$ cat src/include/mem_if_consts.svh
`ifndef MEM_IF_CONSTS_SVH
`define MEM_IF_CONSTS_SVH

`default_nettype none

// port counts on the request side
`define MEM_IF_EXEC_PORTS 8
`define MEM_IF_FETCH_PORTS 2

`define MEM_IF_WORD_W 16 // one data word
`define MEM_IF_LINE_WORDS 8 // words per cache line
`define MEM_IF_STORE_WORDS 256 // depth of the on-chip line store

// the top address bit marks an I/O access and doubles as the bus start strobe
`define MEM_IF_IO_BIT 31
`define MEM_IF_IO_WAIT 2 // bus cycles between strobe fall and data sample

`default_nettype wire

`endif

$ cat src/design/mem_if_pkg.sv
`include "mem_if_consts.svh"
`default_nettype none

package mem_if_pkg;

	typedef logic [$clog2(`MEM_IF_EXEC_PORTS)-1:0] exec_id_t;
	typedef logic [`MEM_IF_WORD_W-1:0] data_word_t;
	typedef logic [`MEM_IF_IO_BIT:0] byte_addr_t; // executer byte address, I/O bit on top
	typedef logic [$clog2(`MEM_IF_STORE_WORDS)-1:0] word_addr_t;
	typedef logic [`MEM_IF_LINE_WORDS*`MEM_IF_WORD_W-1:0] line_data_t; // word 0 in the low bits

	// one request as issued to the line store
	typedef struct packed {
		logic       valid;
		logic       is_fetch;
		exec_id_t   port; // fetches use 0 or 1
		word_addr_t addr;
		logic       write;
		logic       byte_op;
		logic       byte_hi; // upper byte lane of the word
		data_word_t data;
	} mem_req_t;

	typedef struct packed {
		logic       valid;
		logic       is_fetch;
		exec_id_t   port;
		line_data_t line;
	} mem_reply_t;

	typedef enum logic [2:0] {
		IO_IDLE, IO_DRIVE, IO_RELEASE, IO_WAIT, IO_CAPTURE, IO_RESPOND, IO_FINISH
	} io_state_e;

endpackage

`default_nettype wire

$ cat src/design/access_arbiter.sv
`timescale 1ns/1ps
`include "mem_if_consts.svh"
`default_nettype none

module access_arbiter (
	input  logic                           main_clk,
	input  logic                           rst_n,
	input  logic [`MEM_IF_EXEC_PORTS-1:0]  exec_req,
	input  mem_if_pkg::byte_addr_t         exec_addr [`MEM_IF_EXEC_PORTS],
	input  mem_if_pkg::data_word_t         exec_data [`MEM_IF_EXEC_PORTS],
	input  logic [`MEM_IF_EXEC_PORTS-1:0]  exec_write,
	input  logic [`MEM_IF_EXEC_PORTS-1:0]  exec_byte,
	input  logic [`MEM_IF_FETCH_PORTS-1:0] fetch_req,
	input  mem_if_pkg::word_addr_t         fetch_addr [`MEM_IF_FETCH_PORTS],
	input  logic [`MEM_IF_EXEC_PORTS-1:0]  exec_done,
	input  logic [`MEM_IF_FETCH_PORTS-1:0] fetch_done,
	output mem_if_pkg::mem_req_t           issue,
	output logic [`MEM_IF_EXEC_PORTS-1:0]  io_req,
	output logic [`MEM_IF_EXEC_PORTS-1:0]  dep_clear_mem
);
	import mem_if_pkg::*;

	logic [`MEM_IF_EXEC_PORTS-1:0] exec_io; // address bit 31 per executer
	logic [`MEM_IF_EXEC_PORTS-1:0] exec_pending;
	logic [`MEM_IF_FETCH_PORTS-1:0] fetch_pending;
	logic [`MEM_IF_EXEC_PORTS-1:0] mem_exec;
	logic [`MEM_IF_FETCH_PORTS-1:0] mem_fetch;
	logic [`MEM_IF_EXEC_PORTS-1:0] grant_exec;
	logic [`MEM_IF_FETCH_PORTS-1:0] grant_fetch;
	mem_req_t issue_next;

	always_comb begin
		for (int i = 0; i < `MEM_IF_EXEC_PORTS; i++) begin
			exec_io[i] = exec_addr[i][`MEM_IF_IO_BIT];
		end
	end

	// a port that is already in flight must not be picked again before its ack
	assign mem_exec = exec_req & ~exec_io & ~exec_pending;
	assign mem_fetch = fetch_req & ~fetch_pending;
	assign io_req = exec_req & exec_io & ~exec_pending;

	// executers by ascending index first, fetch 0 and fetch 1 after them
	always_comb begin
		issue_next = '0;
		grant_exec = '0;
		grant_fetch = '0;
		for (int j = `MEM_IF_FETCH_PORTS - 1; j >= 0; j--) begin
			if (mem_fetch[j]) begin
				issue_next = '0;
				issue_next.valid = 1'b1;
				issue_next.is_fetch = 1'b1;
				issue_next.port = exec_id_t'(j);
				issue_next.addr = fetch_addr[j];
				grant_fetch = '0;
				grant_fetch[j] = 1'b1;
			end
		end
		for (int i = `MEM_IF_EXEC_PORTS - 1; i >= 0; i--) begin
			if (mem_exec[i]) begin
				issue_next.valid = 1'b1;
				issue_next.is_fetch = 1'b0;
				issue_next.port = exec_id_t'(i);
				issue_next.addr = word_addr_t'(exec_addr[i] >> 1); // byte to word address
				issue_next.write = exec_write[i];
				issue_next.byte_op = exec_byte[i];
				issue_next.byte_hi = exec_addr[i][0];
				issue_next.data = exec_data[i];
				grant_exec = '0;
				grant_exec[i] = 1'b1;
				grant_fetch = '0;
			end
		end
	end

	always_ff @(posedge main_clk) begin
		if (!rst_n) begin
			issue <= '0;
			exec_pending <= '0;
			fetch_pending <= '0;
			dep_clear_mem <= '0;
		end else begin
			issue <= issue_next;
			exec_pending <= (exec_pending & ~exec_done) | grant_exec;
			fetch_pending <= (fetch_pending & ~fetch_done) | grant_fetch;
			dep_clear_mem <= grant_exec; // one-cycle pulse after the grant edge
		end
	end

endmodule

`default_nettype wire

$ cat src/design/io_sequencer.sv
`timescale 1ns/1ps
`include "mem_if_consts.svh"
`default_nettype none

module io_sequencer (
	input  logic                          main_clk,
	input  logic                          rst_n,
	input  logic [`MEM_IF_EXEC_PORTS-1:0] io_req,
	input  mem_if_pkg::byte_addr_t        exec_addr [`MEM_IF_EXEC_PORTS],
	input  mem_if_pkg::data_word_t        exec_data [`MEM_IF_EXEC_PORTS],
	input  logic [`MEM_IF_EXEC_PORTS-1:0] exec_write,
	input  logic [`MEM_IF_EXEC_PORTS-1:0] exec_byte,
	input  mem_if_pkg::data_word_t        io_rdata,
	input  logic                          io_stall,
	output mem_if_pkg::byte_addr_t        io_addr,
	output mem_if_pkg::data_word_t        io_wdata,
	output logic [1:0]                    io_ctrl,
	output logic                          io_done,
	output mem_if_pkg::exec_id_t          io_done_port,
	output mem_if_pkg::data_word_t        io_read_data,
	output logic [`MEM_IF_EXEC_PORTS-1:0] dep_clear_io
);
	import mem_if_pkg::*;

	io_state_e state;
	exec_id_t pick_port;
	exec_id_t io_port;
	logic io_strobe; // bit 31 of the bus address, high for one cycle
	logic [`MEM_IF_IO_BIT-1:0] addr_low;
	logic [3:0] wait_cnt;

	always_comb begin
		pick_port = '0;
		for (int i = `MEM_IF_EXEC_PORTS - 1; i >= 0; i--) begin
			if (io_req[i]) pick_port = exec_id_t'(i); // lowest index ends up last
		end
	end

	always_ff @(posedge main_clk) begin
		if (!rst_n) begin
			state <= IO_IDLE;
			io_strobe <= 1'b0;
			dep_clear_io <= '0;
		end else begin
			dep_clear_io <= '0;
			case (state)
				IO_IDLE: if (|io_req) begin
					state <= IO_DRIVE;
					dep_clear_io[pick_port] <= 1'b1;
				end
				IO_DRIVE: begin
					io_strobe <= 1'b1;
					state <= IO_RELEASE;
				end
				IO_RELEASE: begin
					io_strobe <= 1'b0;
					state <= IO_WAIT;
				end
				IO_WAIT: if (wait_cnt == '0) state <= IO_CAPTURE;
				IO_CAPTURE: state <= IO_RESPOND;
				// writes wait here as well, so an I/O ack never collides with a memory ack
				IO_RESPOND: if (!io_stall) state <= IO_FINISH;
				IO_FINISH: state <= IO_IDLE; // lets the executer drop its request first
				default: state <= IO_IDLE;
			endcase
		end
	end

	always_ff @(posedge main_clk) begin
		case (state)
			IO_IDLE: io_port <= pick_port;
			IO_DRIVE: begin
				addr_low <= exec_addr[io_port][`MEM_IF_IO_BIT-1:0];
				io_wdata <= exec_data[io_port];
				io_ctrl <= {exec_write[io_port], exec_byte[io_port]};
			end
			IO_RELEASE: wait_cnt <= 4'(`MEM_IF_IO_WAIT - 2);
			IO_WAIT: wait_cnt <= wait_cnt - 1'b1;
			IO_CAPTURE: io_read_data <= io_rdata;
			default: ;
		endcase
	end

	assign io_addr = {io_strobe, addr_low};
	assign io_done = (state == IO_RESPOND) && !io_stall;
	assign io_done_port = io_port;

endmodule

`default_nettype wire

$ cat src/design/line_store.sv
`timescale 1ns/1ps
`include "mem_if_consts.svh"
`default_nettype none

module line_store (
	input  logic                   main_clk,
	input  logic                   rst_n,
	input  mem_if_pkg::mem_req_t   issue,
	output mem_if_pkg::mem_reply_t reply
);
	import mem_if_pkg::*;

	localparam int LINES = `MEM_IF_STORE_WORDS / `MEM_IF_LINE_WORDS;
	localparam int WORD_BITS = $clog2(`MEM_IF_LINE_WORDS);
	localparam int WORD_W = `MEM_IF_WORD_W;
	localparam int BYTE_W = `MEM_IF_WORD_W / 2;

	line_data_t store [LINES];
	logic [$clog2(LINES)-1:0] line_idx;
	logic [WORD_BITS-1:0] word_idx;
	logic reply_valid;
	logic reply_fetch;
	exec_id_t reply_port;
	line_data_t reply_line;

	assign word_idx = issue.addr[WORD_BITS-1:0];
	assign line_idx = issue.addr[$bits(word_addr_t)-1:WORD_BITS];

	always_ff @(posedge main_clk) begin
		if (issue.valid && issue.write) begin
			// a byte write always takes its byte from the low half of the data word
			if (!issue.byte_op) begin
				store[line_idx][word_idx*WORD_W +: WORD_W] <= issue.data;
			end else if (issue.byte_hi) begin
				store[line_idx][word_idx*WORD_W + BYTE_W +: BYTE_W] <= issue.data[BYTE_W-1:0];
			end else begin
				store[line_idx][word_idx*WORD_W +: BYTE_W] <= issue.data[BYTE_W-1:0];
			end
		end
		reply_line <= store[line_idx]; // a write returns the line as it was before
		reply_fetch <= issue.is_fetch;
		reply_port <= issue.port;
	end

	always_ff @(posedge main_clk) begin
		if (!rst_n) begin
			reply_valid <= 1'b0;
		end else begin
			reply_valid <= issue.valid;
		end
	end

	assign reply = '{
		valid: reply_valid,
		is_fetch: reply_fetch,
		port: reply_port,
		line: reply_line
	};

endmodule

`default_nettype wire

$ cat src/design/memory_interface.sv
`timescale 1ns/1ps
`include "mem_if_consts.svh"
`default_nettype none

module memory_interface (
	input  logic                           main_clk,
	input  logic                           rst_n,
	input  logic [`MEM_IF_EXEC_PORTS-1:0]  exec_req,
	input  logic [`MEM_IF_EXEC_PORTS-1:0]  exec_write,
	input  logic [`MEM_IF_EXEC_PORTS-1:0]  exec_byte,
	input  mem_if_pkg::byte_addr_t         exec_addr [`MEM_IF_EXEC_PORTS],
	input  mem_if_pkg::data_word_t         exec_data [`MEM_IF_EXEC_PORTS],
	input  logic [`MEM_IF_FETCH_PORTS-1:0] fetch_req,
	input  mem_if_pkg::word_addr_t         fetch_addr [`MEM_IF_FETCH_PORTS],
	output logic [`MEM_IF_EXEC_PORTS-1:0]  exec_ack,
	output logic [`MEM_IF_FETCH_PORTS-1:0] fetch_ack,
	output mem_if_pkg::line_data_t         exec_line,
	output mem_if_pkg::line_data_t         fetch_line,
	output logic [`MEM_IF_EXEC_PORTS-1:0]  dep_clear,
	output mem_if_pkg::byte_addr_t         io_addr,
	output mem_if_pkg::data_word_t         io_wdata,
	output logic [1:0]                     io_ctrl, // bit 1 write, bit 0 byte
	input  mem_if_pkg::data_word_t         io_rdata
);
	import mem_if_pkg::*;

	mem_req_t issue;
	mem_reply_t reply;
	logic [`MEM_IF_EXEC_PORTS-1:0] io_req;
	logic [`MEM_IF_EXEC_PORTS-1:0] dep_clear_mem;
	logic [`MEM_IF_EXEC_PORTS-1:0] dep_clear_io;
	logic io_done;
	logic io_stall;
	exec_id_t io_done_port;
	data_word_t io_read_data;

	access_arbiter u_access_arbiter (
		.main_clk(main_clk), .rst_n(rst_n),
		.exec_req(exec_req), .exec_addr(exec_addr), .exec_data(exec_data),
		.exec_write(exec_write), .exec_byte(exec_byte),
		.fetch_req(fetch_req), .fetch_addr(fetch_addr),
		.exec_done(exec_ack), .fetch_done(fetch_ack),
		.issue(issue), .io_req(io_req), .dep_clear_mem(dep_clear_mem)
	);

	line_store u_line_store (
		.main_clk(main_clk), .rst_n(rst_n), .issue(issue), .reply(reply)
	);

	io_sequencer u_io_sequencer (
		.main_clk(main_clk), .rst_n(rst_n), .io_req(io_req),
		.exec_addr(exec_addr), .exec_data(exec_data),
		.exec_write(exec_write), .exec_byte(exec_byte),
		.io_rdata(io_rdata), .io_stall(io_stall),
		.io_addr(io_addr), .io_wdata(io_wdata), .io_ctrl(io_ctrl),
		.io_done(io_done), .io_done_port(io_done_port),
		.io_read_data(io_read_data), .dep_clear_io(dep_clear_io)
	);

	reply_stage u_reply_stage (
		.main_clk(main_clk), .rst_n(rst_n), .reply(reply),
		.io_done(io_done), .io_done_port(io_done_port), .io_read_data(io_read_data),
		.exec_ack(exec_ack), .fetch_ack(fetch_ack),
		.fetch_line(fetch_line), .exec_line(exec_line), .io_stall(io_stall)
	);

	// memory and I/O grants never fall on the same executer in one cycle
	assign dep_clear = dep_clear_mem | dep_clear_io;

endmodule

`default_nettype wire

$ cat src/design/reply_stage.sv
`timescale 1ns/1ps
`include "mem_if_consts.svh"
`default_nettype none

module reply_stage (
	input  logic                           main_clk,
	input  logic                           rst_n,
	input  mem_if_pkg::mem_reply_t         reply,
	input  logic                           io_done,
	input  mem_if_pkg::exec_id_t           io_done_port,
	input  mem_if_pkg::data_word_t         io_read_data,
	output logic [`MEM_IF_EXEC_PORTS-1:0]  exec_ack,
	output logic [`MEM_IF_FETCH_PORTS-1:0] fetch_ack,
	output mem_if_pkg::line_data_t         fetch_line,
	output mem_if_pkg::line_data_t         exec_line,
	output logic                           io_stall
);
	import mem_if_pkg::*;

	logic [`MEM_IF_EXEC_PORTS-1:0] exec_next;
	logic [`MEM_IF_FETCH_PORTS-1:0] fetch_next;
	line_data_t line_q;
	logic mem_line_q; // an executer memory result sits in line_q
	logic io_line_q; // an I/O completion was just acknowledged

	// the sequencer holds its response while an executer line is on its way
	assign io_stall = reply.valid && !reply.is_fetch;

	always_comb begin
		exec_next = '0;
		fetch_next = '0;
		if (reply.valid && reply.is_fetch) fetch_next[reply.port[0]] = 1'b1;
		if (io_stall) exec_next[reply.port] = 1'b1;
		if (io_done) exec_next[io_done_port] = 1'b1;
	end

	always_ff @(posedge main_clk) begin
		if (!rst_n) begin
			exec_ack <= '0;
			fetch_ack <= '0;
			mem_line_q <= 1'b0;
			io_line_q <= 1'b0;
		end else begin
			exec_ack <= exec_next;
			fetch_ack <= fetch_next;
			mem_line_q <= io_stall;
			io_line_q <= io_done;
		end
	end

	always_ff @(posedge main_clk) begin
		line_q <= reply.line;
		// executer data lands one cycle behind its ack and holds until the next result
		if (mem_line_q) begin
			exec_line <= line_q;
		end else if (io_line_q) begin
			exec_line <= line_data_t'(io_read_data);
		end
	end

	assign fetch_line = line_q; // same cycle as fetch_ack

endmodule

`default_nettype wire

$ cat config.mk
export PLATFORM = sky130hd
export DESIGN_NAME = memory_interface
export DESIGN_NICKNAME = d
export VERILOG_FILES = /design/src/design/mem_if_pkg.sv /design/src/design/access_arbiter.sv /design/src/design/io_sequencer.sv /design/src/design/line_store.sv /design/src/design/memory_interface.sv /design/src/design/reply_stage.sv
export VERILOG_INCLUDE_DIRS = /design/src /design/src/include
export SDC_FILE = /design/constraint.sdc
export NUM_CORES = 2
export LEC_CHECK = 0
export BUFFER_PORTS_ARGS = -buffer_cell sky130_fd_sc_hd__clkbuf_2
export CAP_MARGIN = 5
export CORE_MARGIN = 3
export CORE_UTILIZATION = 45
export CTS_CLUSTER_SIZE = 25
export DETAILED_ROUTE_END_ITERATION = 16
export SKIP_CTS_REPAIR_TIMING = 1
export SLEW_MARGIN = 20
export SYNTH_ARGS = -nofsm -noshare
export SYNTH_HDL_FRONTEND = slang
export SYNTH_HIERARCHICAL = 1
export SYNTH_SLANG_ARGS = --single-unit
$ cat constraint.sdc
create_clock -name main_clk -period 4 [get_ports main_clk]
set_input_delay 0.8 -clock main_clk [delete_from_list [all_inputs] [get_ports main_clk]]
set_output_delay 0.8 -clock main_clk [all_outputs]
set_load 0.01 [all_outputs]
---- Word level (Yosys, flattened, before mapping) ----
Memories as Yosys holds them, arrays and structs flattened. A register that Yosys moved wholly into a read port is not among the register bits.
Index checks and enable logic that the tools add are counted.
word-level totals
  register bits ........................... 407
  memory bits (writable) .................. 4,096
  input bits .............................. 444
  logic and storage cells ................. 687
  memories kept ........................... 1
memory list
  memory              words  width  read ports  clocked after Yosys merged registers in  write ports  RTL line          source
  u_line_store.store  32     128    1           1                                        1            line_store.sv:18  line_data_t store [LINES];
operators by class
  add/subtract/negate cells ............... 4
  $lt $le $gt $ge ......................... 9
  equal/unequal tests ..................... 8
  shift-type cells ........................ 6
  multiplexer cells ....................... 331
  bitwise operators ....................... 274
  reduce and logical (&&, ||, !) cells .... 23
operators by type and width
  cell                                                        number
  2-to-1 mux 128 bit                                          5
  2-to-1 mux 32 bit                                           10
  2-to-1 mux 1 bit                                            270
  OR 1 bit                                                    256
  variable shift 8 x 34 -> 128 bit, first input constant      2
  indexed part select 8 x 34 -> 128 bit                       2
  variable shift 16 x 34 -> 128 bit, first input constant     1
  indexed part select 16 x 34 -> 128 bit                      1
  binary-select mux 32 bit (select 3 bit)                     1
  2-to-1 mux 8 bit                                            10
  2-to-1 mux 31 bit                                           2
  binary-select mux 16 bit (select 3 bit)                     1
  AND 8 bit                                                   5
  negation 32 -> 34 bit                                       1
  negation 7 -> 34 bit                                        1
  2-to-1 mux 3 bit                                            11
  2-to-1 mux 16 bit                                           2
  inverter 8 bit                                              3
  OR 8 bit                                                    3
  2-to-1 mux 2 bit                                            10
  one-hot mux 3 bit (6 select lines)                          1
  less-than comparator 3 x 4 -> 1 bit, second input constant  3
  demux 1 bit (select 3 bit)                                  3
  >= comparator 3 x 1 -> 1 bit, second input constant         3
  31 further kinds                                            48

---- Longest topological paths before layout ----
  depth in word-level cells ............... 14
  gate-level depth with buffers ........... 13
  gate-level depth less buffers ........... 7

---- Hierarchy ----
The synthesis kept the hierarchy.
modules (own cells, without submodules)
  module            times used  cells each  area each (um^2)  seq. area each (um^2)
  line_store        1           9,075       161,200.9         125,660.5
  reply_stage       1           441         7,825.0           6,646.4
  io_sequencer      1           324         5,686.7           2,402.3
  access_arbiter    1           431         3,261.9           1,001.0
  memory_interface  1           8           50.0              0.0

---- Worst setup path after synthesis ----
Ideal clock, no wire load.
  path type ............................... reg-to-reg
  start ................................... register, netlist name u_access_arbiter/issue[19]
  end ..................................... memory u_line_store/store[0][8] (netlist bit) (data pin)
  library setup time ...................... 454 ps
  data arrival time ....................... 3,241 ps
  data required time ...................... 3,546 ps
  path slack .............................. 305 ps
  stages on the path, launching flop included .. 14
  buffers on the path ..................... 6
  period minus slack after synthesis ...... 3,695 ps
  path through ............................ dfxtp_1 > buf_2 > buf_2 > buf_1 > inv_1 > ha_1 > ha_1 > buf_2 > nor2_1 > and4_1 > buf_2 > clkbuf_1 > nand3_1 > o21ai_0
on the way
  longest elaborated chain between the ends .. 6
  elaborated cells between the ends (all ways) .. 12
RTL lines
  element                                   RTL line          source
  adder 7 x 4 -> 8 bit                      line_store.sv:35  store[line_idx][word_idx*WORD_W + BYTE_W +: BYTE_W] <= issue.data[BYTE_W-1:0];
  negation 32 -> 34 bit                     line_store.sv:35
  variable shift 8 x 34 -> 128 bit          line_store.sv:35
  2-to-1 mux 128 bit (implied by the code)  line_store.sv:35
  2-to-1 mux 1 bit (no source line)         -
  2-to-1 mux 1 bit (no source line) *       -
  to (decl)                                 line_store.sv:18
Mark *: on every way between the ends. The rest lies on a longest branch, timed or not.

==> impl_metrics.csv <==
group,metric,value,unit
sta,hold_slack,0.0503,ns
setup_path,cp_top_delay_family,"simple AND/OR/NAND/NOR gates",
floorplanning,io_pins,768,
layout,layout.cells.most_common_list,"sky130_fd_sc_hd__edfxtp_1, sky130_fd_sc_hd__mux2i_1, sky130_fd_sc_hd__o22ai_1, sky130_fd_sc_hd__clkbuf_2, sky130_fd_sc_hd__nor2_1",
setup_path,criticalPathCategory,"flip-flop to flip-flop",
setup_path,critPathMostFrequentCell,"sky130_fd_sc_hd__buf_4",
routing,post_route_drc,0,
layout,fillerInstances,31400,
outcome,outcome,"complete, no violations",
routing,ratio_of_routed_vias_to_standard_cells,5.90,
global_routing,first_global_vias,101000,
power,p_leak,62.1,nW
synth,synth_area_per_cell,17.3,µm²
worst_hold_path,hold-path-endpoint,"u_io_sequencer/io_read_data[2]",
layout,mostFrequentLayoutCell,"sky130_fd_sc_hd__edfxtp_1",
placement,place.port_buffers,767,
power,post-layout-total-power,0.110,W
global_routing,grt_start_max_net_pins,125,
floorplanning,floorplan.die_area,0.403,mm²
global_routing,antenna_found_initial,69,
routing,drt_pass1_iterations,5,
setup_path,cp-end-kind,"flip-flop",
setup_path,critPathLaunchType,"flip-flop",
power,vdd_ir_drop_max,443,µV
synth,postSynthNetCount,10700,
setup_path,rrSetupSlack,0.38,ns
layout,multi_input_area,0.0396,mm²
setup_path,worst_reg_to_reg_path_cell_count,7,
sta,fin_setup_tns,0,ns
layout,postLayoutCoreUtil,52.6,%
placement,gpl.final_weighted_congestion,0.940,
floorplanning,placement_rows,230,
sta,slew_headroom,9.57,%
placement,hpwl,352000,µm
setup_path,crit_path_start,"u_access_arbiter/issue[24]",
layout,layoutNonFillerInstCount,17100,
routing,wire_per_inst,31.0,µm
setup_path,critical-path-slowest-cell,"sky130_fd_sc_hd__nor4_1",
setup_path,crit_path_max_fanout,24,
clock_network,cts-buffers-inserted,461,
clock_network,cts_root_buf,"sky130_fd_sc_hd__clkbuf_16",
setup_path,path_cells,"buf_4 > or4b_4 > buf_12 > buf_4 > o22ai_1 > nor4_1 > nand2_1",
routing,drtAntennaViolNets,0,
sta,slew_at_the_pin_with_the_worst_max_slew_slack,1.35,ns
worst_hold_path,hold_path_startpoint,"io_rdata[2]",
routing,totalWireLength,532000,µm
clock_network,clk-insertion-delay-late,0.99,ns
sta,final.setup_skew,0.0776,ns
synth,synthesis.yosys.warnings,6,
sta,share_of_the_clock_period_used_by_the_worst_path,90.6,%
synth,ys_async_sr_fraction,0,%
global_routing,grt_first_pass_wirelength,743000,µm
clock_network,clock_tree.htree_level_count,5,
floorplanning,chipHeight,635,µm
synth,postSynthRegisterBits,4631,
setup_path,path_buf_inv,3,
floorplanning,core_region_area,0.393,mm²
sta,rsz0062_at_grt,"false",
sta,hold_violations,0,
clock_network,clock_path_buffers,4,
placement,place_inst,16200,
layout,finalNetCount,11900,
layout,synth_to_layout_area_growth,16.2,%
setup_path,cp_required,4.80,ns
setup_path,timing.critical_path.slowest_cell_delay,0.94,ns
worst_hold_path,hold_path_depth,1,
synth,synth.area.top_cells,"sky130_fd_sc_hd__edfxtp_1, sky130_fd_sc_hd__mux2i_1, sky130_fd_sc_hd__dfxtp_1, sky130_fd_sc_hd__o22ai_1, sky130_fd_sc_hd__nor2_1",
floorplanning,die_x,635,µm
power,pd_cells,532,mW/mm²
layout,sequential_cell_area,0.136,mm²
worst_hold_path,timing.hold.worst.class,"primary input to flip-flop",
global_routing,globalRouteTotalUtil,25.6,%
setup_path,capture_point_of_the_worst_reg_to_reg_path,"u_line_store/reply_line[73]",
layout,final_layout_size_suffix_gt1_share,19.6,%
sta,timing.fmax,0.276,GHz
sta,finalMaxSlewViolations,0,
setup_path,arrival,4.42,ns
clock_network,tritoncts,"yes",
floorplanning,initial_utilization,45.3,%
clock_network,clkTransAtPathRegs,0.06,ns
routing,via_count,101000,
synth,post-synth-top-area-fraction,72.5,%
synth,synth_top_flop_cell,"sky130_fd_sc_hd__edfxtp_1",
routing,initialDrtViolationCount,11100,
setup_path,reg2reg_from,"u_access_arbiter/issue[24]",
sta,report.final.setup_viol,0,
synth,synth_area,0.178,mm²
synth,seq_area_frac_synth,76.2,%
synth,synth_enable_flop_cells,4296,
run,max_cap_viol_count,0,
clock_network,cts.sink_count,4631,
synth,synth_cells,10300,
global_routing,gr-total-overflow,0,
sta,post-route-min-period,3.62,ns
synth,ys_types,77,
synth,yosys.area.top_type,"sky130_fd_sc_hd__edfxtp_1",
==> synthesized netlist by cell type, drive strengths merged (38+ instances only) <==
library cell  instances
clkbuf              231
buf                 436
and2                185
nor4                258
mux2i              2048
o21ai                64
edfxtp             4296
dfxtp               335
a21oi                55
nand2               205
mux2                 65
nand3                43
a32o                 38
mux4                 98
o22ai              1029
nor2                596
==> how the worst max path moves through the flow <==
stage / cells after the start / end / slack [ns]
2_1_floorplan: 13 / u_line_store/store[0][8] / 0.31
3_3_place_gp: 6 / u_access_arbiter/issue[17] / 0.45
3_5_place_dp: 8 / u_access_arbiter/issue[19] / 0.44
4_1_cts: 8 / u_line_store/store[15][69] / 0.58
5_1_grt: 7 / u_line_store/reply_line[73] / 0.34
6_report: 7 / u_line_store/reply_line[73] / 0.38
==> worst reg2reg max path: cells and delay by family (launching register included) <==
kind	cells	cell delay, ns
AO/OA/AOI/OAI	1	0.14
buffers and inverters	3	0.82
AND/OR/NAND/NOR	3	1.65
flip-flops	1	0.85
==> kinds of logic after synthesis <==
kind of cell,Yosys count,share of synthesized area (%)
simple gates,1429,3.97
xor+xnor,3,0.0148
flops,4631,76.2
compound gates,1316,4.81
fa+ha+maj,8,0.0562
buf+inv,681,1.75
mux,2211,13.2
==> final cells by class <==
| class | count | share of cell area (%) |
|---|---|---|
| sequential | 4631 | 65.6 |
| antenna | 64 | 0.0774 |
| clock inverter | 271 | 1.33 |
| timing repair buffer | 1372 | 4.61 |
| tap | 5220 | 3.16 |
| inverter | 14 | 0.0254 |
| clock buffer | 597 | 6.06 |
| multi-input combinational | 4967 | 19.1 |
==> registers in the layout, indices dropped and copies added, names as in the netlist, 3 cells and up <==
register                        flops
u_line_store/store               4096
u_line_store/reply_line           128
u_reply_stage/exec_line           128
u_reply_stage/fetch_line          128
u_access_arbiter/issue             32
u_io_sequencer/addr_low            31
u_io_sequencer/io_read_data        16
u_io_sequencer/io_wdata            16
u_access_arbiter/dep_clear_mem      8
u_access_arbiter/exec_pending       8
u_io_sequencer/dep_clear_io         8
u_reply_stage/exec_ack              8
u_io_sequencer/wait_cnt             4
u_io_sequencer/io_done_port         3
u_io_sequencer/state                3
u_line_store/reply_port             3
==> power by group <==
group | switching [W] | internal (W)
registers | 0.00119 | 0.0540
logic | 0.00755 | 0.00432
clock network | 0.0184 | 0.0245
==> per-layer routing <==
metal	global-route usage [%]	part of all wire [%]
met2	41.9	48
met4	9.25	3.8
met1	34.1	40
met5	0	0.013
met3	4.87	8.4
==> metrics by stage <==
stage | setup slack [ns] | instance area, µm²
after floorplan | 0.305 | 178000
after global placement | 0.453 | 191000
after detailed placement | 0.435 | 191000
after CTS | 0.581 | 207000
after global routing | 0.340 | 207000
final | 0.377 | 207000
Power figures use the tool's default switching activity.
